==> config.mk <==
export PLATFORM = sky130hd
export DESIGN_NAME = storeLaneSteer
export DESIGN_NICKNAME = d
export VERILOG_FILES = /design/src/hdl/dataMemPkg.sv /design/src/hdl/storeLaneSteer.sv
export VERILOG_INCLUDE_DIRS = /design/src /design/src/hdl
export SDC_FILE = /design/constraint.sdc
export NUM_CORES = 1
export LEC_CHECK = 0
export BUFFER_PORTS_ARGS = -buffer_cell sky130_fd_sc_hd__buf_2
export CAP_MARGIN = 20
export CELL_PAD_IN_SITES_DETAIL_PLACEMENT = 1
export CELL_PAD_IN_SITES_GLOBAL_PLACEMENT = 1
export CORE_MARGIN = 4
export CORE_UTILIZATION = 28
export DETAILED_ROUTE_END_ITERATION = 8
export PLACE_DENSITY_LB_ADDON = 0.1
export SLEW_MARGIN = 20
export SYNTH_ARGS = -nofsm -noshare
export SYNTH_HDL_FRONTEND = slang
export SYNTH_SLANG_ARGS = --single-unit
==> constraint.sdc <==
create_clock -name CLK -period 2.2 [get_ports CLK]
set_input_delay 0.44 -clock CLK [delete_from_list [all_inputs] [get_ports CLK]]
set_output_delay 0.44 -clock CLK [all_outputs]
set_load 0.02 [all_outputs]
==> src/hdl/dataMemDefs.svh <==
`ifndef DATA_MEM_DEFS_SVH
`define DATA_MEM_DEFS_SVH

//////////////////////////////////////////////////
// Datapath widths
//////////////////////////////////////////////////
`define DATA_WIDTH    32              // Memory word and load result
`define ADDR_WIDTH    32              // Byte address from the core
`define LANE_COUNT    4               // Byte lanes per word

//////////////////////////////////////////////////
// Memory window
//////////////////////////////////////////////////
`define MEM_WORD_BITS 8               // Word index width, 256 words
`define MEM_WORDS     (1 << `MEM_WORD_BITS)
`define MEM_BYTES     (`MEM_WORDS * `LANE_COUNT)   // Window size in bytes, 1 KiB
`define MEM_BASE_ADDR 32'h0000_1000   // First byte of the window

// Requests in flight, also the response FIFO depth
`define CREDIT_COUNT  4

`endif

==> src/hdl/dataMemPkg.sv <==
`include "dataMemDefs.svh"

package dataMemPkg;

    // One memory word seen two ways
    // Stores place data into a lane, loads pick a lane out
    typedef union packed {
        logic [`LANE_COUNT-1:0][7:0]       bytes;   // Lane 0 is the LSB
        logic [1:0][`DATA_WIDTH/2-1:0]     halves;  // Half 1 is bits 31:16
    } memWord_u;

endpackage

==> src/hdl/storeLaneSteer.sv <==
`timescale 1ns/1ps
`include "dataMemDefs.svh"

module storeLaneSteer (
    input  logic                      CLK,
    input  logic                      rst,
    input  logic                      reqValid,
    input  logic                      reqWrite,
    input  logic [2:0]                reqFunct3,
    input  logic [`ADDR_WIDTH-1:0]    reqAddr,
    input  logic [`DATA_WIDTH-1:0]    reqWdata,
    output logic                      stValid,
    output logic                      stWrite,
    output logic                      stInWindow,
    output logic [`MEM_WORD_BITS-1:0] stWordIdx,
    output logic [`LANE_COUNT-1:0]    stByteEn,
    output dataMemPkg::memWord_u      stData,
    output logic [1:0]                stSize,
    output logic                      stUnsigned,
    output logic [1:0]                stLaneSel,
    output logic                      storeCommit
);

    logic [`ADDR_WIDTH-1:0] offset;     // Address relative to the window base
    logic                   inWindow;
    logic [`LANE_COUNT-1:0] byteEn;
    dataMemPkg::memWord_u   laneData;   // Write data moved to its lane

    assign offset   = reqAddr - `MEM_BASE_ADDR;   // Below the base wraps high, so out
    assign inWindow = offset < `MEM_BYTES;

    //////////////////////////////////////////////////
    // Lane enables from size and low address bits
    //////////////////////////////////////////////////
    always_comb begin
        byteEn = '0;
        case (reqFunct3[1:0])
            2'b00: byteEn[reqAddr[1:0]] = 1'b1;                    // SB
            2'b01: byteEn = reqAddr[1] ? 4'b1100 : 4'b0011;       // SH, bit 1 picks half
            2'b10: byteEn = '1;                                    // SW
            default: byteEn = '0;                                  // Size 11 writes nothing
        endcase
        if (!(reqValid && reqWrite && inWindow)) begin
            byteEn = '0;   // Loads and stray stores touch no lane
        end
    end

    // Shift write data into the addressed byte or half
    always_comb begin
        laneData = '0;
        case (reqFunct3[1:0])
            2'b00: laneData.bytes[reqAddr[1:0]] = reqWdata[7:0];
            2'b01: laneData.halves[reqAddr[1]]  = reqWdata[`DATA_WIDTH/2-1:0];
            2'b10: laneData = reqWdata;
            default: laneData = '0;
        endcase
    end

    //////////////////////////////////////////////////
    // Stage 1 registers
    //////////////////////////////////////////////////
    always_ff @(posedge CLK) begin
        if (rst) begin
            stValid  <= 1'b0;
            stWrite  <= 1'b0;
            stByteEn <= '0;
        end else begin
            stValid  <= reqValid;
            stWrite  <= reqWrite;
            stByteEn <= byteEn;
        end
    end

    always_ff @(posedge CLK) begin
        stInWindow <= inWindow;
        stWordIdx  <= offset[`MEM_WORD_BITS+1:2];   // Drop the byte offset
        stData     <= laneData;
        stSize     <= reqFunct3[1:0];
        stUnsigned <= reqFunct3[2];                 // LBU / LHU
        stLaneSel  <= reqAddr[1:0];
    end

    // Every store gives its credit back, even one that wrote nothing
    assign storeCommit = stValid & stWrite;

    // RAM lanes stay idle in bubble cycles
    byteEnIdle: assert property (@(posedge CLK) disable iff (rst)
        !stValid |-> stByteEn == '0);

endmodule

* After elaboration in Yosys (flattened, before gate mapping) *
Index checks and enable logic that the tools add are counted.

storage, ports and cells
  bits in registers = 52
  input bits = 71
  output and inout port bits = 53

operators by class
  add/sub/neg operators = 1
  $lt $le $gt $ge = 5
  equality and inequality tests = 2
  muxes and demuxes = 9
  bitwise operators = 4
  reduce and logical (&&, ||, !) cells = 6

operators with widths
  kind                      number
  $pmux W32 S3              1
  $and A32 B32 Y32          2
  $lt A32 B11 Y1 const B    1
  $sub A32 B13 Y32 const B  1
  $demux W16 S1             1
  $demux W8 S2              1
  $mux W16                  1
  $pmux W4 S3               1
  $mux W8                   1
  $logic_and A1 B1 Y1       4
  $mux W4                   1
  $lt A2 B3 Y1 const B      1
  $demux W1 S2              1
  $eq A2 B1 Y1 const B      1
  $eq A2 B2 Y1 const B      1
  $ge A2 B1 Y1 const B      1
  $logic_not A2 Y1          1
  $lt A1 B2 Y1 const B      1
  $reduce_or A2 Y1          1
  $and A1 B1 Y1             1
  $ge A1 B1 Y1 const B      1
  $mux W1                   1
  $not A1 Y1                1

* Longest topological paths before layout *
  depth after elaboration = 6
  gate-level depth with buffers = 7
  mapped depth without buffers = 4

* Worst setup path after synthesis *
No wires, ideal clock.

  kind = input to register
  start point = input port reqAddr[18]
  end point = register stByteEn[3]
  data arrival time = 1.771 ns
  slack = 0.326 ns
  stages on the path = 4
  path buffers = 0
  cell sequence = or4_4 nor4_2 o2111ai_2 a2111oi_2

between the ends
  cells in the longest elaborated chain, start to end = 5

RTL lines
  item                        RTL line              source
  start, declared             storeLaneSteer.sv:10  input logic [`ADDR_WIDTH-1:0] reqAddr,
  $sub A32 B13 Y32 (no line)  --
  $lt A32 B11 Y1 (no line)    --
  $logic_and A1 B1 Y1         storeLaneSteer.sv:43  if (!(reqValid && reqWrite && inWindow)) begin
  $not A1 Y1 (no line)        --
  $reduce_or A2 Y1 (no line)  --
  end signal, assigned        storeLaneSteer.sv:70  stByteEn <= byteEn;
  end, declared               storeLaneSteer.sv:16  output logic [`LANE_COUNT-1:0] stByteEn,

Every way passes these cells.
A chain may end at the register's enable or synchronous reset.

* Final worst setup path *
Ends and elaborated chain as after synthesis.

==> impl_metrics.yaml <==
synthesis:
  syn_area_per_cell_um2: 11.3
  synth.distinct_cells: 27
  synth-main-ff-cell: "dfxtp_1"
  synth-edff-count: 0
  yosysSeqAreaShare_pct: 62.8
  syn_nets: 218
  synth_seq_cells: 52
  async_reset_ff_share_pct: 0
  synth.yosys.warnings: 0
  synth_area_um2: 1660
  synthCells: 147
finish:
  antenna_cells_inserted: 0
  utilization_pct: 44.5
  drive_above_1_share_pct: 52.0
  fin_nets: 349
  layout.cells.non_filler: 351
  area_growth_pct: 50.7
  final_common_cell: "buf_2"
  fillers: 706
  final_cell_mix: "123 x buf_2, 52 x dfxtp_1, 16 x a22o_1, 14 x nand2_1"
drt:
  via_per_inst: 4.56
  drc_errors: 0
  firstDrtPassIters: 4
  drt-wirelength-per-cell_um: 14.4
  drtAntennaViolNets: 0
  drt-initial-drc-count: 50
  wirelength_um: 5060
  vias: 1600
global_routing:
  grt_usage_pct: 14.2
  antenna_found_initial: 0
  grt_util_met1_pct: 16.4
  use_met2_pct: 25.4
  grt.overflow.total: 0
  grt_first_pass_wirelength_um: 8200
  grt_pass1_vias: 1699
  grt.met3_usage_pct: 4.37
  top_usage_layer: "met2"
  grt_max_degree: 17
worst_setup_path:
  crit_start: "reqAddr[18]"
  crit_arrival_ps: 1960
  cp_max_fo: 5
  cp-start-kind: "primary input"
  cp_data_required_time_ps: 2400
  cp-end-kind: "register"
  critical_path_class: "in2reg"
die:
  dieArea_um2: 7210
  core-area_um2: 5610
  start_util_pct: 29.5
  die_height_um: 84.9
  rows: 27
  die_w_um: 84.9
  ioPinCount: 124
clocking:
  h-tree-depth: 2
  cts_max_path_buffers: 2
  postCtsHoldBufs: 0
  cts_tree: "built"
  cts_resized: 0
  clockRootBuffer: "clkbuf_8"
  cts_setup_buffers: 0
  cts.clk_slew.worst_paths_ps: 90
  cts.sinks: 52
  cts-buffers-inserted: 5
power_and_ir_drop:
  powerDensity_nw_per_um2: 778
  ir_worst_vdd_mv: 0.269
  fin_total_pwr_mw: 1.94
  p_leak_nw: 1.28
place:
  port_buffers: 123
  gp_congestion: 0.713
  place_inst: 343
  dpl.hpwl_um: 4210
timing:
  drv_slew: 0
  timing.final.hold_violations: 0
  worst_slew_pin_slew_ps: 663
  grt_setup_unrepaired: "no"
  setup_viol: 0
  finalSetupTns_ps: 0
  fmax_mhz: 569
  maxSlewHeadroom_pct: 55.6
  whs_ps: 236
  fin_crit_sh_pct: 80.0
  fin_crit_ps: 1760
run_status:
  status: "completed"
run:
  max-cap-violations: 0
worst_hold_path:
  hold_class: "in2reg"
  hold_start: "reqAddr[8]"
## sequential cells by signal, indices dropped and copies added (netlist names)
name	count
stData	32
stWordIdx	8
stByteEn	4
stLaneSel	2
stSize	2
stInWindow	1
stUnsigned	1
stValid	1
stWrite	1
## through the flow
| step | setup WS [ps] | area [um^2] |
|---|---|---|
| 2_1_floorplan | 326 | 1660 |
| 4_1_cts | 436 | 2500 |
| 6_report | 441 | 2500 |
| 5_1_grt | 277 | 2500 |
| 3_3_place_gp | 136 | 2380 |
| 3_5_place_dp | 118 | 2380 |
## cells in the mapped netlist (2+ instances only)
| cell | count | area share [%] |
|---|---|---|
| a21oi_1 | 5 | 1.5 |
| a22o_1 | 16 | 8.5 |
| a22oi_1 | 8 | 3.6 |
| and2_1 | 10 | 3.8 |
| clkbuf_1 | 4 | 0.91 |
| dfxtp_1 | 52 | 63 |
| inv_1 | 3 | 0.68 |
| nand2_1 | 14 | 3.2 |
| nand2b_1 | 2 | 0.76 |
| nor2_1 | 10 | 2.3 |
| nor2b_1 | 3 | 1.1 |
| nor3_1 | 3 | 0.91 |
| nor4_1 | 2 | 0.76 |
| or4_4 | 2 | 1.4 |
## power breakdown
group / leakage (nW) / switching [mW] / internal [mW]
Combinational: 0.790 / 0.171 / 0.124
Sequential: 0.432 / 0.0121 / 0.996
Clock: 0.0541 / 0.303 / 0.337
## critical path, stage by stage
cell	delay [ps]
buf_2	100
or4_4	550
o41ai_2	300
a22oi_1	220
a2111oi_2	360
## layout make-up
class                      instances  area (um^2)  share of cell area (%)
clock buffer                       5         68.8                    2.76
sequential                        52         1040                    41.7
tap                               72         90.1                    3.61
inverter                           3         11.3                   0.451
clock inverter                     3         42.5                    1.70
timing repair buffer             128          653                    26.2
multi-input combinational         88          589                    23.6
## kinds of logic (layout without fill, tap and decap cells)
logic type      after synthesis  in the layout  share of synthesized area, %
simple gates                 53             53                          17.7
flops                        52             52                          62.8
compound gates               35             35                          17.9
buf+inv                       7            139                          1.59
## path summary, 6_finish.rpt
check	endpoint	cells after the start	slack, ps
setup / recovery	stByteEn[3]	5	440
hold / removal	stWordIdx[6]	1	240
## routing by layer
metal | part of all wire [%] | vias to the layer above
li1 | - | 787
met1 | 41 | 724
met2 | 49 | 83
met3 | 9.3 | 6
met4 | 0.97 | 0
met5 | 0 | -
(Power assumes the default switching activity.)
