===== config.mk =====
export PLATFORM = sky130hd
export DESIGN_NAME = loadExtract
export DESIGN_NICKNAME = d
export VERILOG_FILES = /design/src/hdl/dataMemPkg.sv /design/src/hdl/loadExtract.sv
export VERILOG_INCLUDE_DIRS = /design/src /design/src/hdl
export SDC_FILE = /design/constraint.sdc
export NUM_CORES = 1
export LEC_CHECK = 0
export BUFFER_PORTS_ARGS = -buffer_cell sky130_fd_sc_hd__buf_4
export CAP_MARGIN = 20
export CORE_ASPECT_RATIO = 0.7
export CORE_MARGIN = 5
export CORE_UTILIZATION = 45
export CTS_CLUSTER_DIAMETER = 150
export CTS_CLUSTER_SIZE = 25
export DETAILED_ROUTE_END_ITERATION = 10
export GPL_TIMING_DRIVEN = 0
export MAX_ROUTING_LAYER = met4
export PLACE_DENSITY = 0.79
export SYNTH_ARGS = -nofsm -noshare
export SYNTH_HDL_FRONTEND = slang
export SYNTH_SLANG_ARGS = --single-unit

===== constraint.sdc =====
create_clock -name CLK -period 1.8 [get_ports CLK]
set_input_delay 0.45 -clock CLK [delete_from_list [all_inputs] [get_ports CLK]]
set_output_delay 0.45 -clock CLK [all_outputs]
set_load 0.03 [all_outputs]

===== src/hdl/dataMemDefs.svh =====
`ifndef DATA_MEM_DEFS_SVH
`define DATA_MEM_DEFS_SVH

//////////////////////////////////////////////////
// Datapath widths
//////////////////////////////////////////////////
`define DATA_WIDTH    32              // Memory word and load result
`define ADDR_WIDTH    32              // Byte address from the core
`define LANE_COUNT    4               // Byte lanes per word

//////////////////////////////////////////////////
// Memory window
//////////////////////////////////////////////////
`define MEM_WORD_BITS 8               // Word index width, 256 words
`define MEM_WORDS     (1 << `MEM_WORD_BITS)
`define MEM_BYTES     (`MEM_WORDS * `LANE_COUNT)   // Window size in bytes, 1 KiB
`define MEM_BASE_ADDR 32'h0000_1000   // First byte of the window

// Requests in flight, also the response FIFO depth
`define CREDIT_COUNT  4

`endif


===== src/hdl/dataMemPkg.sv =====
`include "dataMemDefs.svh"

package dataMemPkg;

    // One memory word seen two ways
    // Stores place data into a lane, loads pick a lane out
    typedef union packed {
        logic [`LANE_COUNT-1:0][7:0]       bytes;   // Lane 0 is the LSB
        logic [1:0][`DATA_WIDTH/2-1:0]     halves;  // Half 1 is bits 31:16
    } memWord_u;

endpackage


===== src/hdl/loadExtract.sv =====
`timescale 1ns/1ps
`include "dataMemDefs.svh"

module loadExtract (
    input  logic                   CLK,
    input  logic                   rst,
    input  logic                   stValid,
    input  logic                   stWrite,
    input  logic                   stInWindow,
    input  logic [1:0]             stSize,
    input  logic                   stUnsigned,
    input  logic [1:0]             stLaneSel,
    input  logic [`DATA_WIDTH-1:0] rdWord,
    output logic                   pushValid,
    output logic [`DATA_WIDTH-1:0] pushData
);

    // Load control, one cycle behind to line up with rdWord
    logic       ldValid;
    logic       ldInWindow;
    logic [1:0] ldSize;
    logic       ldUnsigned;
    logic [1:0] ldLaneSel;

    dataMemPkg::memWord_u     word;
    logic [7:0]               selByte;
    logic [`DATA_WIDTH/2-1:0] selHalf;
    logic [`DATA_WIDTH-1:0]   extData;

    always_ff @(posedge CLK) begin
        if (rst) begin
            ldValid <= 1'b0;
        end else begin
            ldValid <= stValid & ~stWrite;   // Only loads answer
        end
    end

    always_ff @(posedge CLK) begin
        ldInWindow <= stInWindow;
        ldSize     <= stSize;
        ldUnsigned <= stUnsigned;
        ldLaneSel  <= stLaneSel;
    end

    //////////////////////////////////////////////////
    // Lane select and extension
    //////////////////////////////////////////////////
    assign word    = rdWord;
    assign selByte = word.bytes[ldLaneSel];        // Byte by bits 1:0
    assign selHalf = word.halves[ldLaneSel[1]];    // Half by bit 1

    always_comb begin
        case (ldSize)
            2'b00: extData = {{(`DATA_WIDTH-8){~ldUnsigned & selByte[7]}}, selByte};
            2'b01: extData = {{(`DATA_WIDTH/2){~ldUnsigned & selHalf[`DATA_WIDTH/2-1]}},
                              selHalf};
            2'b10: extData = word;            // LW as is
            default: extData = '0;            // Size 11 unsupported
        endcase
        if (!ldInWindow) begin
            extData = '0;                     // Outside the window reads zero
        end
    end

    // Stage 2 result toward the response FIFO
    always_ff @(posedge CLK) begin
        if (rst) begin
            pushValid <= 1'b0;
        end else begin
            pushValid <= ldValid;
        end
    end

    always_ff @(posedge CLK) begin
        pushData <= extData;
    end

endmodule


-- After elaboration in Yosys (flattened, before gate mapping)
Index checks and enable logic that the tools add are counted.
- flip-flop bits (word level): 40
- bits of input ports: 42
- output and inout bits: 33
- logic and storage cells: 22
- order comparisons: 2
- equal/unequal tests: 2
- muxes and demuxes: 5
- bitwise gates (word level): 5
- reduce and logical (&&, ||, !) cells: 1
- operator list (cell ; count):
    one-hot mux 32 bit (3 select lines) ; 1
    two-way mux 16 bit ; 2
    binary-select mux 8 bit (select 2 bit) ; 1
    two-way mux 8 bit ; 1
    AND 1 bit ; 3
    less-than comparator 2 x 3 -> 1 bit, second input constant ; 1
    equality test 2 x 1 -> 1 bit, second input constant ; 1
    equality test 2 bit, second input constant ; 1
    zero test 2 bit ; 1
    less-than comparator 1 x 2 -> 1 bit, second input constant ; 1
    NOT 1 bit ; 2

-- Longest topological paths before layout
- depth in word-level cells: 4
- gate-level depth with buffers: 6
- depth with buffers taken out: 4

-- Worst setup path after synthesis
No wires, ideal clock.
- kind: reg-to-reg
- from: register ldLaneSel[1]
- to: register pushData[27]
- library setup time: 0.139 ns
- arrival: 1.332 ns
- data required time: 1.661 ns
- slack: 0.329 ns
- stages on the path, launching flop included: 7
- path buffers: 2
- clock period less this slack: 1.471 ns
- path through: dfxtp_1 buf_6 mux2i_4 o22ai_4 o21bai_4 buf_6 a21oi_2
- cells in the longest elaborated chain, start to end: 4
- elaborated cells on any way between the ends: 7
- classes of those cells: 5 x mux; 2 x bitwise
- RTL lines (element ; line ; text):
    start: declaration ; loadExtract.sv:23 ; logic [1:0] ldLaneSel;
    start signal: assignment ; loadExtract.sv:42 ; ldLaneSel <= stLaneSel;
    binary-select mux 8 bit (select 2 bit) or two-way mux 16 bit (tied branches) ; loadExtract.sv:49, loadExtract.sv:50 ;
    two-way mux 8 bit (implied by the code) or two-way mux 16 bit (tied branches) ; loadExtract.sv:49, loadExtract.sv:50 ;
    AND 1 bit (on tied branches) ; loadExtract.sv:54, loadExtract.sv:55 ;
    one-hot mux 32 bit (3 select lines) * ; loadExtract.sv:53 ; case (ldSize)
    end signal: assignment ; loadExtract.sv:75 ; pushData <= extData;
    end: declaration ; loadExtract.sv:15 ; output logic [`DATA_WIDTH-1:0] pushData
Every way passes the cells marked *; elsewhere a longest branch is shown, timed or not. The select of a mux whose other input is x is not followed.
A chain may end at the register's enable or synchronous reset.

-- Worst setup path after layout
- from: register ldLaneSel[1]
- to: register pushData[17]
The elaborated chain is that of the path after synthesis.

==> flow_summary.toml <==
[critical_path]
path_depth = 6
reg2reg_slack_ns = 0.12
critical_path_class = "flop to flop"
reg2reg_to = "pushData[17]"
crit_end = "pushData[17]"
path_cells = "buf_6 > mux2i_4 > o22ai_4 > o21bai_4 > buf_6 > a21oi_2"
critical_path.max_stage_delay_ns = 0.36
cp_common_cell = "buf_6"
start_kind = "flop"
critPathBufInv = 2
end_kind = "flop"
worstPathRequired_ns = 1.95
r2r_cells = 6
worstPathArrival_ns = 1.83
cp_slowest_cell = "dfxtp_1"
cp_max_fo = 10
crit_family = "compound AO/OA/AOI/OAI gates"
reg2reg_from = "ldLaneSel[1]"
critPathLaunch = "ldLaneSel[1]"

[power_and_ir_drop]
p_total_uw = 1940
peakVddDrop_uv = 634
powerDensity_mw_per_mm2 = 879
power.leakage_uw = 0.000960

[timing]
hold_viol = 0
finClkSkew_ns = 0.00559
period_needed_ns = 1.68
tightest_slew_ns = 0.844
hold-worst-slack_ns = 0.256
fin_ws_ns = 0.119
rsz0062_at_grt = "false"
maxSlewHeadroom = 0.436
period_share = 0.934
drv_slew = 0
fin_setup_tns_ns = 0
fmax_mhz = 595
finalSetupViolCount = 0

[yosys]
synth_area_leader_cell = "dfxtp_1"
synth_common_cells = "dfxtp_1 (40), nand2_1 (18), a21oi_1 (15), a21oi_2 (9), nor2_1 (8)"
synth_most_common_cell = "dfxtp_1"
synth_cell_type_count = 26
synth.area.mux_share = 0.0734
synth_edf_count = 0
synth-warning-count = 0
ys_seq_elements = 40
yosysTopAreaCellShare = 0.528
synthesis.nets = 183
syn_inst = 141
ys_async_sr_fraction = 0
synthFlopType = "dfxtp_1"
yosys-top-cells-area = "dfxtp_1 (53%), a21oi_2 (5.2%), mux2_2 (5.2%), a21oi_1 (4.9%), a222oi_1 (4.6%)"
synth_xor_area_frac = 0
yosys.area_share.simple = 0.131
synth_compound_area_frac = 0.231
synth_adder_area_share = 0
yosysSeqAreaShare = 0.528
avgSynthCellArea_um2 = 10.8
synth_top_family_by_area = "compound AO/OA/AOI/OAI gates"
synth_area_mm2 = 0.00152

[placement]
dp_hpwl_um = 3410
dp_slack_ns = 0.0752
place_congestion = 0.868
port_buffers = 74

[clock_network]
clkLatencyLatePin_ns = 0.29
ctsResizeCount = 0
cts_max_level = 2
hold_buffers = 0
clock_path_buffers = 2
cts_tree = "built"
clk_pin_slew_ns = 0.07
cts_made_buffers = 5
cts.sinks = 40
post-cts-setup-buffers = 0
cts_root_buffer = "clkbuf_8"

[finish]
fin_nets = 264
multi_input_area_um2 = 661
register_area_um2 = 801
antennaDiodeCount = 0
layout-drive-gt1-share = 0.489
area_growth_syn_to_layout_pct = 45.7
fillCellCount = 253
finalCoreUtilization = 0.693

[global_routing]
antenna_found_initial = 0
grt_pass1_vias = 1458
grt_use_total = 0.209
grt_max_degree = 12
grt-ovfl-total = 0
grt_pass1_wl_um = 6970

[routing]
vias = 1386
vias_per_cell = 5.31
wl_per_cell_um = 16.8
drt-total-wl_um = 4380
drtPass1Iterations = 6
postRouteAntennaNets = 0
drc = 0
first_iter_violations = 127

[floorplan]
fp.dieH_um = 58.6
die_x_um = 79.4
dieArea_mm2 = 0.00465
num_io_pins = 75
rows = 17
design.core.area_mm2 = 0.00319
initial_core_util = 0.476

[outcome]
status = "finished, final reports clean"

[flow_run]
max_cap_violations = 0

[hold_path]
hold_class = "primary input to flop"
-- kinds of logic after synthesis --
family / after synthesis
flops: 40
simple gates: 39
mux: 9
buf+inv: 10
compound gates: 43
-- through the flow --
step | cells | cell area [um^2]
after global placement | 253 | 2120
after CTS | 261 | 2210
final | 261 | 2210
after detailed placement | 253 | 2120
after floorplan | 141 | 1520
after global routing | 261 | 2210
-- metal layers --
layer  global-route usage  routed length, um
met1                0.254               1860
met2                0.313               1910
met3               0.0917                555
met4               0.0662                 50
met5                    -                  0
-- registers in the layout (all words and copies together) (netlist names) --
signal	flops
ldInWindow	1
ldLaneSel	2
ldSize	2
ldUnsigned	1
ldValid	1
pushData	32
pushValid	1
-- layout by cell type, fill, tap and decap left out, drive strengths merged --
master  count
a211oi      1
or3         1
dfxtp      40
and2b       1
mux2i       2
mux2        7
o21bai      2
a21oi      25
nand2      18
a22oi       7
o22ai       1
clkbuf     13
nor3b       3
or3b        1
a222oi      7
nand2b      1
nor2b       5
or2         1
buf        79
nor2        8
-- how the worst min path moves through the flow --
stage	start	to	slack [ns]	cells after the start
2_1_floorplan	ldValid	pushValid	0.41	1
3_3_place_gp	ldValid	pushValid	0.42	1
3_5_place_dp	ldValid	pushValid	0.44	1
4_1_cts	stLaneSel[1]	ldLaneSel[1]	0.24	1
5_1_grt	stLaneSel[1]	ldLaneSel[1]	0.24	1
6_report	stLaneSel[1]	ldLaneSel[1]	0.26	1
-- area by class of cell --
type,count,share of cell area
Multi-Input combinational cell,91,0.299
Sequential cell,40,0.362
Timing Repair Buffer,74,0.251
Buffer,10,0.0255
Clock buffer,8,0.0407
Tap cell,38,0.0215
-- power breakdown --
| part | total (uW) | switching, uW | internal (uW) |
|---|---|---|---|
| registers | 950 | 19.1 | 931 |
| logic | 391 | 215 | 176 |
| clock network | 602 | 289 | 312 |
| total | 1940 | 523 | 1420 |
-- worst register-to-register path: cells and delay by family, from the launching register on --
kind	cells	cell delay, ns
AO/OA/AOI/OAI	3	0.48
buffers and inverters	2	0.39
flip-flops	1	0.36
multiplexers	1	0.31
No activity file was read; power rests on OpenSTA's default activity.
