`src/hdl/dataMemDefs.svh`:
```
`ifndef DATA_MEM_DEFS_SVH
`define DATA_MEM_DEFS_SVH

//////////////////////////////////////////////////
// Datapath widths
//////////////////////////////////////////////////
`define DATA_WIDTH    32              // Memory word and load result
`define ADDR_WIDTH    32              // Byte address from the core
`define LANE_COUNT    4               // Byte lanes per word

//////////////////////////////////////////////////
// Memory window
//////////////////////////////////////////////////
`define MEM_WORD_BITS 8               // Word index width, 256 words
`define MEM_WORDS     (1 << `MEM_WORD_BITS)
`define MEM_BYTES     (`MEM_WORDS * `LANE_COUNT)   // Window size in bytes, 1 KiB
`define MEM_BASE_ADDR 32'h0000_1000   // First byte of the window

// Requests in flight, also the response FIFO depth
`define CREDIT_COUNT  4

`endif

```
`src/hdl/creditLedger.sv`:
```
`timescale 1ns/1ps
`include "dataMemDefs.svh"

module creditLedger (
    input  logic CLK,
    input  logic rst,
    input  logic storeCommit,
    input  logic popFire,
    output logic creditReturn
);

    localparam int cntBits = $clog2(`CREDIT_COUNT + 1);

    logic [cntBits-1:0] owed;       // Credits not yet handed back
    logic [cntBits:0]   owedNext;   // One bit spare to catch overflow

    // One pulse per cycle while anything is owed
    assign creditReturn = owed != '0;

    // Up to two earned per cycle, one paid
    assign owedNext = (cntBits+1)'(owed) + storeCommit + popFire - creditReturn;

    //////////////////////////////////////////////////
    // Owed credit counter
    //////////////////////////////////////////////////
    always_ff @(posedge CLK) begin
        if (rst) begin
            owed <= '0;
        end else begin
            owed <= owedNext[cntBits-1:0];
        end
    end

    // Requester limit bounds what the memory can owe
    owedBound: assert property (@(posedge CLK) disable iff (rst)
        owedNext <= (cntBits+1)'(`CREDIT_COUNT));

endmodule

```
`config.mk`:
```
export PLATFORM = sky130hd
export DESIGN_NAME = creditLedger
export DESIGN_NICKNAME = d
export VERILOG_FILES = /design/src/hdl/creditLedger.sv
export VERILOG_INCLUDE_DIRS = /design/src /design/src/hdl
export SDC_FILE = /design/constraint.sdc
export NUM_CORES = 1
export LEC_CHECK = 0
export ABC_AREA = 1
export BUFFER_PORTS_ARGS = -buffer_cell sky130_fd_sc_hd__clkbuf_2
export CORE_AREA = 5 5 42 44
export CTS_CLUSTER_DIAMETER = 60
export DETAILED_ROUTE_END_ITERATION = 8
export DIE_AREA = 0 0 47 49
export MAX_ROUTING_LAYER = met4
export PLACE_DENSITY_LB_ADDON = 0.2
export RECOVER_POWER = 50
export SLEW_MARGIN = 5
export SYNTH_ARGS = -nofsm -noshare
export SYNTH_HDL_FRONTEND = slang
export SYNTH_SLANG_ARGS = --single-unit
```
`constraint.sdc`:
```
create_clock -name CLK -period 3.48 [get_ports CLK]
set_input_delay 0.174 -clock CLK [delete_from_list [all_inputs] [get_ports CLK]]
set_output_delay 0.174 -clock CLK [all_outputs]
set_load 0.03 [all_outputs]
```
### Word level (Yosys, flattened, before mapping)

Index checks and enable logic that the tools add are counted.

* $add $sub $neg: 3
* reductions and logical operators: 1

Operator list (count)
* 3-bit by 1-bit adder with 3-bit output: 2
* 3-bit nonzero test: 1
* 3-bit by 1-bit subtractor with 3-bit output: 1

* register bits after elaboration: 3
* input bits: 4
* logic and storage cells: 5
* output and inout bits: 1

### Depth between registers and ports, before layout

Gate-level depths: netlist of the first run.

* word-level depth: 3
* depth in mapped cells: 10
* gate-level depth less buffers: 10

### Worst setup path before layout of the first run

No wires, ideal clock.

* path type: register to register
* start point: register owed[1]
* end point: register owed[2]
* stages on the path, launching flop included: 10
* buffers on the path: 0
* arrival: 2.051 ns
* required time: 3.364 ns
* clock period less this slack: 2.167 ns
* setup time: 0.116 ns
* setup slack: 1.313 ns
* cells stage by stage: dfxtp_1 -> inv_2 -> nand3_1 -> ha_1 -> xnor2_1 -> ha_1 -> o21bai_1 -> fa_1 -> a21oi_1 -> nor2_2

* elaborated cells between the ends (all ways): 4
* classes of those cells: add/sub: 3; reduce/logical: 1

RTL lines
* start, declared: line creditLedger.sv:14 `logic [cntBits-1:0] owed;`
* start signal, assigned: line creditLedger.sv:30 `owed <= owedNext[cntBits-1:0];`
* 3-bit nonzero test: line creditLedger.sv:18 `assign creditReturn = owed != '0;`
* named net creditReturn: line creditLedger.sv:9 `output logic creditReturn`
* 3-bit by 1-bit subtractor with 3-bit output: line creditLedger.sv:21 `assign owedNext = (cntBits+1)'(owed) + storeCommit + popFire - creditReturn;`

The timed path passes the listed nets, and every way through them passes these cells.
A chain may end at the register's enable or synchronous reset.

### Worst setup path after layout of the first run

* start point: register owed[1]
* end point: register owed[2]

* cells in the longest elaborated chain, start to end: 3
* elaborated cells between the ends (all ways): 4
* classes of those cells: add/sub: 3; reduce/logical: 1

Ends and longest elaborated chain (line)
* 3-bit by 1-bit adder with 3-bit output (2 in a row): creditLedger.sv:21
* 3-bit by 1-bit subtractor with 3-bit output (*): creditLedger.sv:21

Every way passes the cells marked *; elsewhere a longest branch is shown, timed or not.

==> impl_metrics.env, run 1 <==
export IMPL_vias=163
export IMPL_cts_hold_buf=0
export IMPL_whs_ns=0.129
export IMPL_synth_flop_cell="dfxtp_1"
export IMPL_dpl_worst_slack_ns=1.51
export IMPL_cts_resized=0
export IMPL_yosys_top_cells_count="inv_1, dfxtp_1"
export IMPL_clkTransAtPathRegs_ns=0.04
export IMPL_leakagePower_uw=0.000133
export IMPL_drive_above_1_share_pct=24.2
export IMPL_h_tree_depth=1
export IMPL_worst_slack_ns=1.48
export IMPL_ant_nets=0
export IMPL_syn_area_per_cell_um2=7.76
export IMPL_fmax_mhz=500
export IMPL_syn_inst=25
export IMPL_cp_arrival_ns=2.12
export IMPL_reg2reg_from="owed[1]"
export IMPL_initial_utilization_pct=13.8
export IMPL_power_switching_uw=107
export IMPL_cts_root_buf="clkbuf_4"
export IMPL_grt_usage_pct=4.26
export IMPL_synthArstFlopShare_pct=0
export IMPL_finalSetupTns_ns=0
export IMPL_synthesis_area_um2=194
export IMPL_ys_ff_latch=3
export IMPL_crit_path_start_kind="flip-flop"
export IMPL_antennaDiodeCount=0
export IMPL_combPwrFrac_pct=54.3
export IMPL_boundaryPins=5
export IMPL_reg2reg_slack_ns=1.48
export IMPL_regMostFlops="owed"
export IMPL_post_route_drc_count=0
export IMPL_yosysMostFrequentCell="inv_1"
export IMPL_slew_limit_headroom_pct=74.7
export IMPL_grt_pass1_vias=188
export IMPL_outcome="complete, no violations"
export IMPL_num_rows=14
export IMPL_p_sw_share_pct=41.9
export IMPL_fin_crit_sh_pct=57.4
export IMPL_grt_pass1_wl_um=614
export IMPL_largest_register_ffs=3
export IMPL_hold_start="rst"
export IMPL_num_nets_final=41
export IMPL_viasPerCell=3.33
export IMPL_power_frac_clock_pct=23.6
export IMPL_cts_setup_buffers=0
export IMPL_ff2ff_path_depth=9
export IMPL_hold_class="in -> reg"
export IMPL_path_class="reg -> reg"
export IMPL_core_area_mm2=0.00140
export IMPL_min_period_ns=2.00
export IMPL_rr_endpoint="owed[2]"
export IMPL_synth_top_cell_by_area="dfxtp_1"
export IMPL_grt_max_degree=4
export IMPL_power_uw=256
export IMPL_slew_violations=0
export IMPL_syn2layout_area_growth_pct=33.5
export IMPL_p_per_area_mw_per_mm2=990
export IMPL_dr_pass1_iters=1
export IMPL_multi_input_area_um2=104
export IMPL_fillCellCount=165
export IMPL_portBuffers=4
export IMPL_yosysSeqAreaShare_pct=31.0
export IMPL_max_cap_violations=0
export IMPL_die_x_um=47
export IMPL_overflow=0
export IMPL_synth_nets=32
export IMPL_final_hold_violation_count=0
export IMPL_numCtsBuffers=3
export IMPL_ys_types=13
export IMPL_worstPathMaxFanout=3
export IMPL_clockBufferDepth=2
export IMPL_critPathLaunch="owed[1]"
export IMPL_dieArea_mm2=0.00230
export IMPL_wire_per_inst_um=6.51
export IMPL_yosysWarnings=0
export IMPL_synth_area_leaders="dfxtp_1, inv_1, ha_1, fa_1, nand3_1"
export IMPL_die_y_um=49
export IMPL_cp_required_ns=3.60
export IMPL_antenna_found_initial=0
export IMPL_tritoncts="built"
export IMPL_cell_internal_pwr_uw=149
export IMPL_finalWeightedCongestion=0.674
export IMPL_rsz0062_at_grt="false"
export IMPL_vdd_ir_drop_max_v=0.000226
export IMPL_p_seq_share_pct=22.2
export IMPL_synth_edff_count=0
export IMPL_cp_end_kind="flip-flop"
export IMPL_synth_top_cell_area_share_pct=31.0
export IMPL_worst_pin_slew_ns=0.381
export IMPL_seq_area_um2=60.1
export IMPL_top_regs="owed: 3 flops"
export IMPL_wirelength_um=319
export IMPL_clk_insertion_delay_late_ns=0.23
export IMPL_drt_iter0_markers=0
export IMPL_cp_endpoint="owed[2]"
export IMPL_worst_clock_skew_ns=0.00242
export IMPL_final_setup_viol_count=0
export IMPL_clock_sinks=3
[per-stage QoR]
| step | std cells | instance area, um2 | util, % |
|---|---|---|---|
| floorplan | 25 | 194 | - |
| global placement | 45 | 234 | 16.7 |
| detailed placement | 45 | 234 | 16.7 |
| CTS | 49 | 260 | 18.6 |
| global route | 49 | 259 | 18.5 |
| finish | 49 | 259 | 18.5 |
[power groups by stage]
stage / Clock, uW / Combinational (uW) / Sequential (uW)
after floorplan: 0 / 114 / 57.2
after global placement: 0 / 140 / 58.3
after detailed placement: 0 / 141 / 58.4
after CTS: 64.1 / 145 / 57.9
after global routing: 65.6 / 170 / 58.3
final: 60.4 / 139 / 56.9
[area by class of cell]
cell class,count,area share [%]
multi-input cells,14,40.1
flip-flops and latches,3,23.2
inverters,8,11.6
clock buffers,4,10.1
well taps,16,7.73
repair buffers,4,7.25
[worst min-delay path by stage]
stage	end	slack (ns)	cells past startpoint
2_1_floorplan	owed[0]	0.25	1
3_3_place_gp	owed[1]	0.37	2
3_5_place_dp	owed[1]	0.37	2
4_1_cts	owed[0]	0.12	2
5_1_grt	owed[0]	0.13	2
6_report	owed[0]	0.13	2
[routing by layer]
metal	vias to the layer above	wire, um	track usage (%)
li1	89	-	-
met1	67	117	3.08
met2	5	164	5.88
met3	2	20	1.48
met4	0	17	6.91
met5	-	0	-
[cells in the final DEF (no fill, tap or decap), drive strengths merged]
cell type	synthesis	routed
nor2	3	3
nand3	2	2
inv	8	8
o21bai	1	1
ha	2	2
dfxtp	3	3
clkbuf	0	8
xnor2	1	1
fa	1	1
nand2	3	3
a21oi	1	1
[cell families (layout without fill, tap and decap cells)]
logic type | after synthesis | in the layout | share of synthesized area (%)
flops | 3 | 3 | 31.0
buf+inv | 8 | 16 | 15.5
simple gates | 8 | 8 | 19.4
xor+xnor | 1 | 1 | 4.52
fa+ha+maj | 3 | 3 | 23.2
compound gates | 2 | 2 | 6.45
[worst max-delay path, stage by stage (launching register included)]
cell,delay (ns)
dfxtp_1,0.30
inv_1,0.12
nand3_1,0.11
ha_1,0.30
xnor2_1,0.13
ha_1,0.17
o21bai_1,0.16
fa_1,0.38
a21oi_1,0.16
nor2_2,0.05
No activity file was read; power rests on OpenSTA's default activity.
==> run 2: changes to the inputs <==
Settings changed: ABC_AREA 1 to 0.
Clock period 3.48 ns to 2.08 ns, I/O delays scaled along.
==> run 2 against run 1 <==
  * Non-clock buffer count rose by 2
  * Global-route usage is 0.37 points higher
  * Worst setup slack got worse by 1.5 ns
  * Sequential power up 70%
  * Largest cell class unchanged
==> impl_metrics.env, run 2 <==
export IMPL_synth_nets=23
export IMPL_fmax_mhz=483
export IMPL_synthArstFlopShare_pct=0
export IMPL_final_hold_violation_count=0
export IMPL_numCtsBuffers=3
export IMPL_hold_start="rst"
export IMPL_clk_insertion_delay_late_ns=0.23
export IMPL_slew_limit_headroom_pct=88.5
export IMPL_clkTransAtPathRegs_ns=0.04
export IMPL_path_class="reg -> reg"
export IMPL_antennaDiodeCount=0
export IMPL_yosys_top_cells_count="dfxtp_1, inv_1, ha_1, nor2b_1"
export IMPL_vdd_ir_drop_max_v=0.000366
export IMPL_syn_area_per_cell_um2=11.3
export IMPL_boundaryPins=5
export IMPL_yosysSeqAreaShare_pct=33.3
export IMPL_grt_pass1_wl_um=607
export IMPL_worst_clock_skew_ns=0.000411
export IMPL_p_per_area_mw_per_mm2=1740
export IMPL_ys_types=10
export IMPL_initial_utilization_pct=12.9
export IMPL_rr_endpoint="owed[1]"
export IMPL_synthesis_area_um2=180
export IMPL_leakagePower_uw=0.000136
export IMPL_dr_pass1_iters=2
export IMPL_final_setup_viol_count=0
export IMPL_drive_above_1_share_pct=57.7
export IMPL_max_cap_violations=0
export IMPL_ant_nets=0
export IMPL_synth_flop_cell="dfxtp_1"
export IMPL_outcome="complete, no violations"
export IMPL_num_nets_final=34
export IMPL_worst_pin_slew_ns=0.173
export IMPL_min_period_ns=2.07
export IMPL_grt_max_degree=4
export IMPL_num_rows=14
export IMPL_reg2reg_from="owed[2]"
export IMPL_overflow=0
export IMPL_portBuffers=4
export IMPL_synth_top_cell_area_share_pct=33.3
export IMPL_final_common_cell="clkbuf_2"
export IMPL_final_cells=42
export IMPL_regMostFlops="owed"
export IMPL_vias=133
export IMPL_cp_required_ns=2.25
export IMPL_rsz0062_at_grt="true"
export IMPL_largest_register_ffs=3
export IMPL_core_area_mm2=0.00140
export IMPL_wirelength_um=307
export IMPL_place_inst=38
export IMPL_yosysWarnings=0
export IMPL_cp_end_kind="flip-flop"
export IMPL_fillCellCount=160
export IMPL_whs_ns=0.0597
export IMPL_cp_arrival_ns=2.24
export IMPL_cts_root_buf="clkbuf_4"
export IMPL_h_tree_depth=1
export IMPL_viasPerCell=3.17
export IMPL_ys_ff_latch=3
export IMPL_syn_inst=16
export IMPL_fin_crit_sh_pct=99.5
export IMPL_finalWeightedCongestion=0.615
export IMPL_clock_sinks=3
export IMPL_synth_edff_count=0
export IMPL_tritoncts="built"
export IMPL_slew_violations=0
export IMPL_antenna_found_initial=0
export IMPL_ff2ff_path_depth=7
export IMPL_synth_top_cell_by_area="dfxtp_1"
export IMPL_hold_class="in -> reg"
export IMPL_whs_endpoint="owed[2]"
export IMPL_dieArea_mm2=0.00230
export IMPL_synth_area_leaders="dfxtp_1, ha_1, xor3_1, fa_1, nor2b_1"
export IMPL_crit_path_start_kind="flip-flop"
export IMPL_hold_path_depth=2
export IMPL_grt_pass1_vias=161
export IMPL_top_regs="owed: 3 flops"
export IMPL_reg2reg_slack_ns=0.01
export IMPL_die_x_um=47
export IMPL_die_y_um=49
export IMPL_wire_per_inst_um=7.31
export IMPL_layout_common_cells="clkbuf_2, inv_1, clkbuf_4"
export IMPL_grt_usage_pct=4.63
export IMPL_power_uw=507
export IMPL_worstPathMaxFanout=2
export IMPL_clockBufferDepth=2
export IMPL_syn2layout_area_growth_pct=61.8
export IMPL_drt_iter0_markers=2
export IMPL_post_route_drc_count=0
[run 2: cell types whose count changed after synthesis]
cell      delta
nor2b_1      +2
inv_2        -1
nand3_1      -2
a21o_1       +1
nand2_2      -1
nor2_1       -1
a21oi_1      -1
or3_2        +1
xor3_1       +1
nand2_1      -2
inv_1        -4
o21bai_1     -1
nor2_2       -1
[run 2: where the power goes]
part / switching (uW) / internal, uW / total (uW)
Combinational: 124 / 186 / 310
Clock: 28.3 / 71.8 / 100
Sequential: 12.6 / 84.1 / 96.7
[run 2: critical path: stages (launching register included)]
cell	delay, ns
dfxtp_2	0.31
or3_4	0.39
ha_4	0.23
xnor2_2	0.12
ha_2	0.16
a21o_1	0.16
fa_2	0.52
nor2b_1	0.11
[run 2: cell families (layout without fill, tap and decap cells)]
kind of cell	Yosys count	in the layout	share of synthesized area, %
flops	3	3	33.3
compound gates	1	1	4.17
buf+inv	3	13	6.25
simple gates	4	4	13.2
xor+xnor	2	2	18.1
fa+ha+maj	3	3	25.0
[run 2: worst max-delay path by stage]
stage / start / end / slack, ns / depth (start not counted)
CTS: owed[0] / owed[1] / 0.007 / 7
global placement: owed[2] / owed[2] / -0.01 / 8
detailed placement: owed[2] / owed[2] / -0.04 / 8
finish: owed[2] / owed[1] / 0.01 / 7
global route: owed[2] / owed[1] / -0.07 / 7
floorplan: owed[2] / owed[2] / -0.04 / 8
[run 2: metrics by stage]
stage | utilization, % | TNS, ns | instance area [um2] | worst slack, ns
after CTS | 20.2 | 0 | 283 | 0.00712
after global routing | 20.8 | -0.113 | 292 | -0.0662
after detailed placement | 17.9 | -0.0383 | 251 | -0.0383
final | 20.8 | 0 | 292 | 0.0106
after floorplan | - | -0.0365 | 196 | -0.0365
after global placement | 17.9 | -0.0119 | 251 | -0.0119
[run 2: what timing repair did]
action,CTS,global route
buffers inserted,0,0
gates cloned,0,0
pin swaps,1,1
hold buffers,0,0
resized for setup,2,2
endpoints found under the setup margin,1,2
[run 2: per-layer routing]
metal	routed length, um	GRT usage (%)	vias up
li1	-	-	69
met1	118	3.97	58
met2	145	4.75	4
met3	35	2.58	2
met4	7	8.29	0
met5	0	-	-
[run 2: cell type report]
class | count | area (um2) | area share (%)
sequential | 3 | 61.3 | 21.0
clock buffer | 4 | 26.3 | 9.01
multi-input combinational | 10 | 138 | 47.2
inverter | 3 | 11.3 | 3.86
tap | 16 | 20.0 | 6.87
timing repair buffer | 6 | 35.0 | 12.0
