### src/hdl/dataMemDefs.svh
`ifndef DATA_MEM_DEFS_SVH
`define DATA_MEM_DEFS_SVH

//////////////////////////////////////////////////
// Datapath widths
//////////////////////////////////////////////////
`define DATA_WIDTH    32              // Memory word and load result
`define ADDR_WIDTH    32              // Byte address from the core
`define LANE_COUNT    4               // Byte lanes per word

//////////////////////////////////////////////////
// Memory window
//////////////////////////////////////////////////
`define MEM_WORD_BITS 8               // Word index width, 256 words
`define MEM_WORDS     (1 << `MEM_WORD_BITS)
`define MEM_BYTES     (`MEM_WORDS * `LANE_COUNT)   // Window size in bytes, 1 KiB
`define MEM_BASE_ADDR 32'h0000_1000   // First byte of the window

// Requests in flight, also the response FIFO depth
`define CREDIT_COUNT  4

`endif

### src/hdl/rspQueue.sv
`timescale 1ns/1ps
`include "dataMemDefs.svh"

module rspQueue (
    input  logic                   CLK,
    input  logic                   rst,
    input  logic                   pushValid,
    input  logic [`DATA_WIDTH-1:0] pushData,
    input  logic                   rspReady,
    output logic                   rspValid,
    output logic [`DATA_WIDTH-1:0] rspData,
    output logic                   popFire
);

    localparam int ptrBits = $clog2(`CREDIT_COUNT);       // Slot index width
    localparam int cntBits = $clog2(`CREDIT_COUNT + 1);   // Holds 0 to full

    logic [`DATA_WIDTH-1:0] slots [`CREDIT_COUNT];   // Circular storage
    logic [ptrBits-1:0]     wrPtr;
    logic [ptrBits-1:0]     rdPtr;
    logic [cntBits-1:0]     count;                   // Occupancy
    logic                   full;

    assign full     = count == cntBits'(`CREDIT_COUNT);
    assign rspValid = count != '0;
    assign rspData  = slots[rdPtr];        // Head of the FIFO
    assign popFire  = rspValid & rspReady;  // Transfer this edge

    //////////////////////////////////////////////////
    // Pointers and occupancy
    //////////////////////////////////////////////////
    always_ff @(posedge CLK) begin
        if (rst) begin
            wrPtr <= '0;
            rdPtr <= '0;
            count <= '0;
        end else begin
            if (pushValid) begin
                wrPtr <= (wrPtr == ptrBits'(`CREDIT_COUNT - 1)) ? '0 : wrPtr + 1'b1;
            end
            if (popFire) begin
                rdPtr <= (rdPtr == ptrBits'(`CREDIT_COUNT - 1)) ? '0 : rdPtr + 1'b1;
            end
            case ({pushValid, popFire})
                2'b10: count <= count + 1'b1;
                2'b01: count <= count - 1'b1;
                default: count <= count;     // Both or neither
            endcase
        end
    end

    always_ff @(posedge CLK) begin
        if (pushValid) begin
            slots[wrPtr] <= pushData;
        end
    end

    // Credit limit upstream keeps loads in flight within the depth
    noPushFull: assert property (@(posedge CLK) disable iff (rst)
        full |-> !pushValid);

endmodule

### config.mk
export PLATFORM = sky130hd
export DESIGN_NAME = rspQueue
export DESIGN_NICKNAME = d
export VERILOG_FILES = /design/src/hdl/rspQueue.sv
export VERILOG_INCLUDE_DIRS = /design/src /design/src/hdl
export SDC_FILE = /design/constraint.sdc
export NUM_CORES = 1
export LEC_CHECK = 0
export BUFFER_PORTS_ARGS = -buffer_cell sky130_fd_sc_hd__buf_4
export CORE_UTILIZATION = 40
export DETAILED_ROUTE_END_ITERATION = 10
export GPL_ROUTABILITY_DRIVEN = 0
export PLACE_DENSITY = 0.59
export SYNTH_ARGS = -nofsm -noshare
export SYNTH_HDL_FRONTEND = slang
export SYNTH_SLANG_ARGS = --single-unit
### constraint.sdc
create_clock -name CLK -period 4.7 [get_ports CLK]
set_clock_uncertainty 0.1 [all_clocks]
set_input_delay 0.94 -clock CLK [delete_from_list [all_inputs] [get_ports CLK]]
set_output_delay 0.94 -clock CLK [all_outputs]
set_load 0.1 [all_outputs]
* Word-level counts from Yosys, hierarchy flattened
Memories as Yosys holds them, arrays and structs flattened. A register that Yosys moved wholly into a read port is not among the register bits. Index checks and enable logic that the tools add are counted.
Storage, ports and cells: bits in registers 7, memory bits (writable) 128, bits of input ports 36, output and inout port bits 34, memories 1
Cells by class: add/sub/neg operators 4, eq/ne operators 4, mux-type cells 7, bitwise gates (word level) 1, reduce and logical (&&, ||, !) cells 2
Memory list:
- slots | words 4, width 32, read ports 1, clocked after memory_dff 1, write ports 1, RTL line rspQueue.sv:18 | logic [`DATA_WIDTH-1:0] slots [`CREDIT_COUNT];
Operators with widths (count):
- 2-to-1 mux 2 bit | 4
- equality test 2 bit (second input constant) | 3
- one-hot mux 3 bit (2 select lines) | 1
- adder 2 x 1 -> 2 bit (second input constant) | 2
- adder 3 x 1 -> 3 bit (second input constant) | 1
- nonzero test 3 bit | 1
- subtractor 3 x 1 -> 3 bit (second input constant) | 1
- equality test 2 x 1 -> 1 bit (second input constant) | 1
- 2-to-1 mux 1 bit | 2
- nonzero test 2 bit | 1
- bitwise AND 1 bit | 1

* Depth between registers and ports, before layout
Gate-level depths: netlist (run 1).
depth after elaboration 4, mapped depth 8, mapped depth without buffers 8

* Least setup slack after synthesis (run 1)
OpenSTA, ideal clock, no wires.
kind input port to flip-flop, from in rspReady, to reg count[2], library setup time 0.070 ns, arrival time 2.928 ns, data required time 4.530 ns, setup slack 1.603 ns, stages 8, buffers on the path 0, cell sequence o31ai_2 > inv_1 > ha_1 > inv_1 > fa_1 > xor2_1 > or3_1 > a21oi_1
Between the ends: longest elaborated chain between the ends 3
Ends and longest elaborated chain:
- start: declaration | RTL line rspQueue.sv:9 | input logic rspReady,
- bitwise AND 1 bit (*) | RTL line rspQueue.sv:27 | assign popFire = rspValid & rspReady;
- via popFire | RTL line rspQueue.sv:12 | output logic popFire
- equality test 2 x 1 -> 1 bit / equality test 2 bit (equally long branches) | RTL line rspQueue.sv:44 | case ({pushValid, popFire})
- one-hot mux 3 bit (2 select lines) / nonzero test 2 bit (equally long branches)
- end signal: assignment | RTL line rspQueue.sv:45 | 2'b10: count <= count + 1'b1;
- end signal: assignment | RTL line rspQueue.sv:46 | 2'b01: count <= count - 1'b1;
- end signal: assignment | RTL line rspQueue.sv:47 | default: count <= count;
- end: declaration | RTL line rspQueue.sv:21 | logic [cntBits-1:0] count;
Mark *: on every way through the listed nets, which the timed path passes. The rest lies on a longest branch. A chain may end at the register's enable or synchronous reset.

==> flow_summary_export.csv, run 1 <==
group,metric,value,unit
status,outcome,"complete, no violations",
global_route,grt_pass1_wl,13000,um
synthesis,ys_seq_elements,137,
critical_path,reg2reg_slack,2.68,ns
timing,setup_tns,0,ns
detailed_routing,dr_iter_0_viols,172,
synthesis,synth_async_sr_flop_share,0,
synthesis,synth-edff-count,128,
floorplan,floorplan.initialDensity,0.419,
global_route,grt_max_degree,33,
cts,cts_repair_resize_count,0,
critical_path,critical_path.most_common_cell,"sky130_fd_sc_hd__buf_4",
cts,cts_htree_levels,4,
critical_path,r2r_cells,8,
synthesis,postSynthCellCount,215,
cts,cts_made_buffers,17,
critical_path,cp.required,3.66,ns
timing,timing.final.max_slew_violations,0,
timing,max-slew-margin-rel,0.393,
floorplan,dieArea,13200,um2
min_path,worst_hold_path.num_cells,2,
timing,timing.final.setup_violations,0,
timing,timing_hold_violations_final,0,
detailed_routing,avgViaCountPerCell,4.82,
critical_path,sort_of_element_at_the_end_of_the_critical_path,"primary output",
critical_path,crit_type,"reg2out",
cts,clk_path_buf_depth,2,
timing,layout_setup_ws,1.26,ns
finish,post_route_cells_drive_above_1_share,0.428,
cts,cts_sinks,137,
timing,fmax,0.291,GHz
global_route,groute.usage.overall,0.145,
timing,finalCriticalPeriod,3.44,ns
power,pwr_density_cell,628,nW/um2
finish,insertedDiodeCount,0,
synthesis,yosysWarningCount,0,
detailed_routing,drtPass1Iterations,4,
synthesis,synth_fp_nets,258,
synthesis,synth_seq_area_share,0.787,
critical_path,crit_path_cell_trace,"buf_4 > mux4_2 > buf_4",
synthesis,mappedNetlistArea,5110,um2
timing,timing.hold.ws,0.379,ns
floorplan,die_width,115,um
cts,cts-hold-fix-buffers,0,
global_route,grt_pass1_vias,2418,
floorplan,io_pins,70,
global_route,remaining_global_route_overflow,0,
detailed_routing,detailroute.via_count,2310,
floorplan,die_height,115,um
cts,root_buffer,"sky130_fd_sc_hd__clkbuf_16",
placed_design,dp_hpwl,4920,um
min_path,class_of_the_most_critical_hold_timing_path,"reg2reg",
detailed_routing,routed_wirelength,8570,um
floorplan,rows,40,
critical_path,critical_path.max_stage_delay,0.91,ns
critical_path,r2r_end,"count[2]",
power,vdd_ir_drop_max,0.340,mV
detailed_routing,drt.antenna.violating_nets,0,
synthesis,post_synth_cell_types,20,
detailed_routing,remaining_drc_errors,0,
cts,clock_latency_on_the_worst_skew_pair,0.41,ns
synthesis,postSynthAreaPerCell,23.8,um2
placed_design,place_ws,1.59,ns
finish,syn2layout_area_growth,24.6,%
cts,post_cts_buffers,0,
global_route,grt_antenna_before_repair,0,
finish,finalNonFillerCells,479,
critical_path,critPathMaxFanout,24,
cts,clkSlewWorstSetupHoldPaths,0.05,ns
cts,tritoncts,"yes",
power,power.leakage,2.20,nW
timing,unrepaired_setup_endpoints_after_global_routing,"no",
synthesis,synth_flop_cell,"sky130_fd_sc_hd__edfxtp_1",
finish,final_stage_net_count,341,
critical_path,regToRegStartpoint,"count[0]",
placed_design,portBuffers,69,
min_path,worst_hold_startpoint,"rdPtr[0]",
floorplan,core,12200,um2
critical_path,critPathLaunchType,"register",
timing,post-route-period-util,0.732,
critical_path,critical-path-slowest-cell,"sky130_fd_sc_hd__dfxtp_2",
timing,worst-slew-pin-transition,0.910,ns
detailed_routing,wl_per_cell,17.9,um
flow_run,max_cap_viols,0,
placed_design,placed_cells_incl_taps,447,
critical_path,wp_data_arrival,2.40,ns
critical path: cells and delay by family (launching register included):
kind     cells  cell delay (ns)
flops        1             0.91
buf+inv      2             0.56
mux          1             0.52
cells in the final DEF, fill, tap and decap left out, drive strengths merged, types with 3 or more instances in the layout:
master / Yosys / routed
or3: 3 / 3
nor2: 6 / 6
ha: 6 / 6
mux4: 32 / 32
edfxtp: 128 / 128
clkinv: 0 / 5
dfxtp: 9 / 9
bufinv: 0 / 4
a21oi: 4 / 4
buf: 7 / 71
clkbuf: 0 / 22
and2: 4 / 4
inv: 7 / 7
worst max-delay path by stage:
| stage | from | endpoint | slack (ns) |
|---|---|---|---|
| global placement | register | rspData[8] | 1.61 |
| CTS | register | rspData[1] | 1.13 |
| floorplan | rspReady | count[2] | 1.60 |
| global route | register | rspData[1] | 1.05 |
| detailed placement | register | rspData[1] | 1.59 |
| finish | register | rspData[1] | 1.26 |
area by class of cell:
cell class / count / area (um2)
Clock buffer: 22 / 444
Sequential cell: 137 / 4030
Clock inverter: 10 / 150
Multi-Input combinational cell: 64 / 981
Fill cell: 1015 / 5840
Inverter: 7 / 26.3
Tap cell: 168 / 210
Timing Repair Buffer: 71 / 533
registers in the layout (all words and copies together), names as in the netlist, named ones only:
signal / cells
slots: 128
count: 3
wrPtr: 2
rdPtr: 2
metrics by stage:
| step | util | instance area (um2) | power, W |
|---|---|---|---|
| 2_1_floorplan | - | 5110 | 0.00250 |
| 3_3_place_gp | 0.473 | 5780 | 0.00270 |
| 3_5_place_dp | 0.473 | 5780 | 0.00271 |
| 4_1_cts | 0.522 | 6370 | 0.00405 |
| 5_1_grt | 0.522 | 6370 | 0.00414 |
| 6_report | 0.522 | 6370 | 0.00400 |
kinds of logic after synthesis:
family                   Yosys count  share of synthesized area
AO/OA/AOI/OAI                      6                    0.00734
adder cells (fa/ha/maj)            7                     0.0186
multiplexers                      34                      0.146
flip-flops                       137                      0.787
XOR/XNOR                           2                    0.00343
buffers and inverters             14                     0.0220
AND/OR/NAND/NOR                   15                     0.0152
power by group:
| part | switching (W) | total (W) | internal [W] |
|---|---|---|---|
| logic | 0.000866 | 0.00118 | 0.000318 |
| registers | 0.0000815 | 0.00149 | 0.00140 |
| clock network | 0.000451 | 0.00133 | 0.000880 |
synth_stat cells (2+ instances only):
cell type | n | area [um2]
sky130_fd_sc_hd__mux4_2 | 30 | 676
sky130_fd_sc_hd__mux2i_1 | 2 | 20.0
sky130_fd_sc_hd__xor2_1 | 2 | 17.5
sky130_fd_sc_hd__ha_1 | 6 | 75.1
sky130_fd_sc_hd__mux4_1 | 2 | 52.6
sky130_fd_sc_hd__buf_12 | 3 | 60.1
sky130_fd_sc_hd__or3_1 | 3 | 18.8
sky130_fd_sc_hd__dfxtp_1 | 9 | 180
sky130_fd_sc_hd__buf_2 | 3 | 15.0
sky130_fd_sc_hd__inv_1 | 7 | 26.3
sky130_fd_sc_hd__a21oi_1 | 4 | 20.0
sky130_fd_sc_hd__edfxtp_1 | 128 | 3840
sky130_fd_sc_hd__and2_1 | 4 | 25.0
sky130_fd_sc_hd__nor2_1 | 6 | 22.5
metal layers:
metal	up-vias	track usage	part of all wire
met4	0	0.0675	0.015
met3	13	0.0601	0.059
met5	-	0	0
li1	1060	-	-
met2	72	0.236	0.50
met1	1165	0.169	0.43
(Power assumes the default switching activity.)
==> run 2, diff against run 1 <==
Settings changed: ABC_AREA set to 1.
Clock period 4.7 ns to 3.4 ns, I/O delays scaled along.
==> flow_summary_export.csv, run 2 <==
group,metric,value,unit
critical_path,regToRegStartpoint,"wrPtr[0]",
cts,cts_made_buffers,17,
critical_path,sort_of_element_at_the_end_of_the_critical_path,"primary output",
synthesis,post-synth-top-count-cell,"sky130_fd_sc_hd__edfxtp_1",
finish,largest_registers,"slots (128), count (3)",
timing,timing_hold_violations_final,0,
finish,postLayoutCoreUtil,0.511,
cts,cts-hold-fix-buffers,0,
synthesis,yosysWarningCount,0,
cts,clk_path_buf_depth,2,
power,pwr-share-clk,0.303,
synthesis,synth_flop_cell,"sky130_fd_sc_hd__edfxtp_1",
global_route,remaining_global_route_overflow,0,
synthesis,mappedNetlistArea,5250,um2
power,power.switching_fraction,0.415,
finish,post_route_cells_drive_above_1_share,0.242,
global_route,grt_pass1_wl,15800,um
floorplan,floorplan.initialDensity,0.413,
critical_path,critical_path.max_stage_delay,0.76,ns
power,net-switching-power,0.00250,W
global_route,grt_antenna_before_repair,0,
critical_path,r2r_end,"slots[2][27]",
detailed_routing,remaining_drc_errors,0,
critical_path,critPathMaxFanout,34,
synthesis,synth-edff-count,128,
placed_design,place_ws,0.919,ns
power,pwr_density_cell,926,nW/um2
timing,post-route-period-util,0.852,
power,internal_power,0.00352,W
synthesis,postSynthCellCount,372,
cts,post_cts_buffers,0,
synthesis,ys_seq_elements,137,
detailed_routing,dr_iter_0_viols,210,
finish,final_common_cell,"sky130_fd_sc_hd__edfxtp_1",
critical_path,worstPathBufferInverterCount,2,
timing,fmax,0.345,GHz
floorplan,die_width,117,um
timing,setup_tns,0,ns
cts,cts_repair_resize_count,0,
global_route,grt_use_met3,0.0498,
floorplan,core,12700,um2
timing,layout_setup_ws,0.504,ns
detailed_routing,drt.antenna.violating_nets,0,
detailed_routing,detailroute.via_count,3110,
floorplan,io_pins,70,
floorplan,dieArea,13600,um2
power,power.leakage,2.35,nW
critical_path,crit_family,"flip-flops",
synthesis,synth_cell_count_leaders,"sky130_fd_sc_hd__edfxtp_1, sky130_fd_sc_hd__nor2_1, sky130_fd_sc_hd__o21ai_0",
critical_path,crit_path_cell_trace,"buf_12 > o21ai_0 > o22ai_1 > buf_4",
synthesis,post_synth_cell_types,22,
critical_path,r2r_cells,5,
global_route,globalRouteMet1Util,0.202,
cts,clock_latency_on_the_worst_skew_pair,0.41,ns
timing,timing.final.setup_violations,0,
cts,tritoncts,"yes",
timing,finalCriticalPeriod,2.90,ns
min_path,worst_hold_startpoint,"rst",
power,vdd_ir_drop_max,0.495,mV
finish,syn2layout_area_growth,23.8,%
global_route,grt_pass1_vias,3105,
min_path,worst_hold_path.num_cells,2,
critical_path,wp_data_arrival,2.12,ns
critical_path,critPathLaunchType,"register",
timing,max-slew-margin-rel,0.489,
cts,clkSlewWorstSetupHoldPaths,0.06,ns
synthesis,netlist.area_leader.share,0.732,
min_path,whs_endpoint,"wrPtr[0]",
power,power.share.sequential,0.332,
finish,commonest_cells_after_routing_fill_and_taps_aside,"sky130_fd_sc_hd__edfxtp_1, sky130_fd_sc_hd__buf_4, sky130_fd_sc_hd__nor2_1",
floorplan,die_height,117,um
detailed_routing,avgViaCountPerCell,4.91,
critical_path,cp.required,2.62,ns
critical_path,reg2reg_slack,1.24,ns
detailed_routing,wl_per_cell,15.7,um
critical_path,crit_type,"reg2out",
cts,cts_htree_levels,4,
detailed_routing,routed_wirelength,9980,um
finish,insertedDiodeCount,0,
finish,flip_flop_count_of_the_largest_register_all_copies_and_words_added,128,
synthesis,synth_seq_area_share,0.766,
timing,timing.hold.ws,0.333,ns
finish,final_stage_net_count,492,
timing,timing.final.max_slew_violations,0,
timing,unrepaired_setup_endpoints_after_global_routing,"no",
detailed_routing,drtPass1Iterations,6,
cts,root_buffer,"sky130_fd_sc_hd__clkbuf_16",
floorplan,rows,41,
placed_design,dp_hpwl,5820,um
global_route,grt.met2_usage,0.265,
global_route,groute.usage.overall,0.160,
min_path,class_of_the_most_critical_hold_timing_path,"in2reg",
timing,worst-slew-pin-transition,0.761,ns
placed_design,portBuffers,69,
status,outcome,"complete, no violations",
synthesis,synth.largest_area_cell,"sky130_fd_sc_hd__edfxtp_1",
finish,largest_register,"slots",
synthesis,synth_async_sr_flop_share,0,
cts,cts_sinks,137,
synthesis,synth_fp_nets,415,
synthesis,postSynthAreaPerCell,14.1,um2
flow_run,max_cap_viols,0,
synthesis,ys_top_cells_by_area,"sky130_fd_sc_hd__edfxtp_1, sky130_fd_sc_hd__nor2_1, sky130_fd_sc_hd__o22ai_1",
power,combinationalPowerShare,0.365,
global_route,grt_max_degree,65,
global_route,gr-max-usage-layer,"met2",
critical_path,critical-path-slowest-cell,"sky130_fd_sc_hd__dfxtp_2",
## run 2: changes by cell type after synthesis, moves of 28 or more
cell / before / now
sky130_fd_sc_hd__o21ai_1: 0 / 28
sky130_fd_sc_hd__mux4_2: 30 / 0
sky130_fd_sc_hd__nor2_1: 6 / 68
sky130_fd_sc_hd__o22ai_1: 0 / 32
sky130_fd_sc_hd__o21ai_0: 1 / 39
## run 2: power by group through the flow
| stage | sequential (W) | clock [W] | combinational (W) |
|---|---|---|---|
| global placement | 0.00203 | 0 | 0.00220 |
| finish | 0.00200 | 0.00183 | 0.00220 |
| CTS | 0.00200 | 0.00185 | 0.00222 |
| floorplan | 0.00200 | 0 | 0.00183 |
| global route | 0.00201 | 0.00192 | 0.00232 |
| detailed placement | 0.00203 | 0 | 0.00222 |
## run 2: how the worst max path moves through the flow
stage / endpoint / slack (ns) / cells after the start
6_report: rspData[10] / 0.50 / 4
2_1_floorplan: count[2] / 0.08 / 12
4_1_cts: rspData[10] / 0.49 / 4
3_3_place_gp: rspData[10] / 0.96 / 4
3_5_place_dp: rspData[10] / 0.92 / 4
5_1_grt: rspData[10] / 0.32 / 4
## run 2: metal layers
metal,wire length (um),part of all wire
met1,4530,0.45
met5,0,0
met3,527,0.053
met4,93,0.0093
met2,4820,0.48
## run 2: cell families (layout without fill, tap and decap cells)
| group | Yosys count | after routing | share of synthesized area |
|---|---|---|---|
| flip-flops | 137 | 137 | 0.766 |
| AO/OA/AOI/OAI | 105 | 105 | 0.108 |
| AND/OR/NAND/NOR | 86 | 86 | 0.0641 |
| buffers and inverters | 37 | 127 | 0.0443 |
| adder cells (fa/ha/maj) | 7 | 7 | 0.0181 |
## run 2: cell type report
class                           instances  area [um2]
Fill cell                            1109        6220
Clock inverter                         15         176
Tap cell                              172         215
Timing Repair Buffer                   77         591
Sequential cell                       137        4030
Clock buffer                           17         425
Inverter                               18        75.1
Multi-Input combinational cell        198         997
## run 2: through the flow
step | power [W] | cell area (um2) | instances
after global routing | 0.00625 | 6500 | 634
final | 0.00602 | 6500 | 634
after detailed placement | 0.00425 | 5900 | 602
after floorplan | 0.00383 | 5250 | 372
after global placement | 0.00423 | 5900 | 602
after CTS | 0.00607 | 6500 | 634
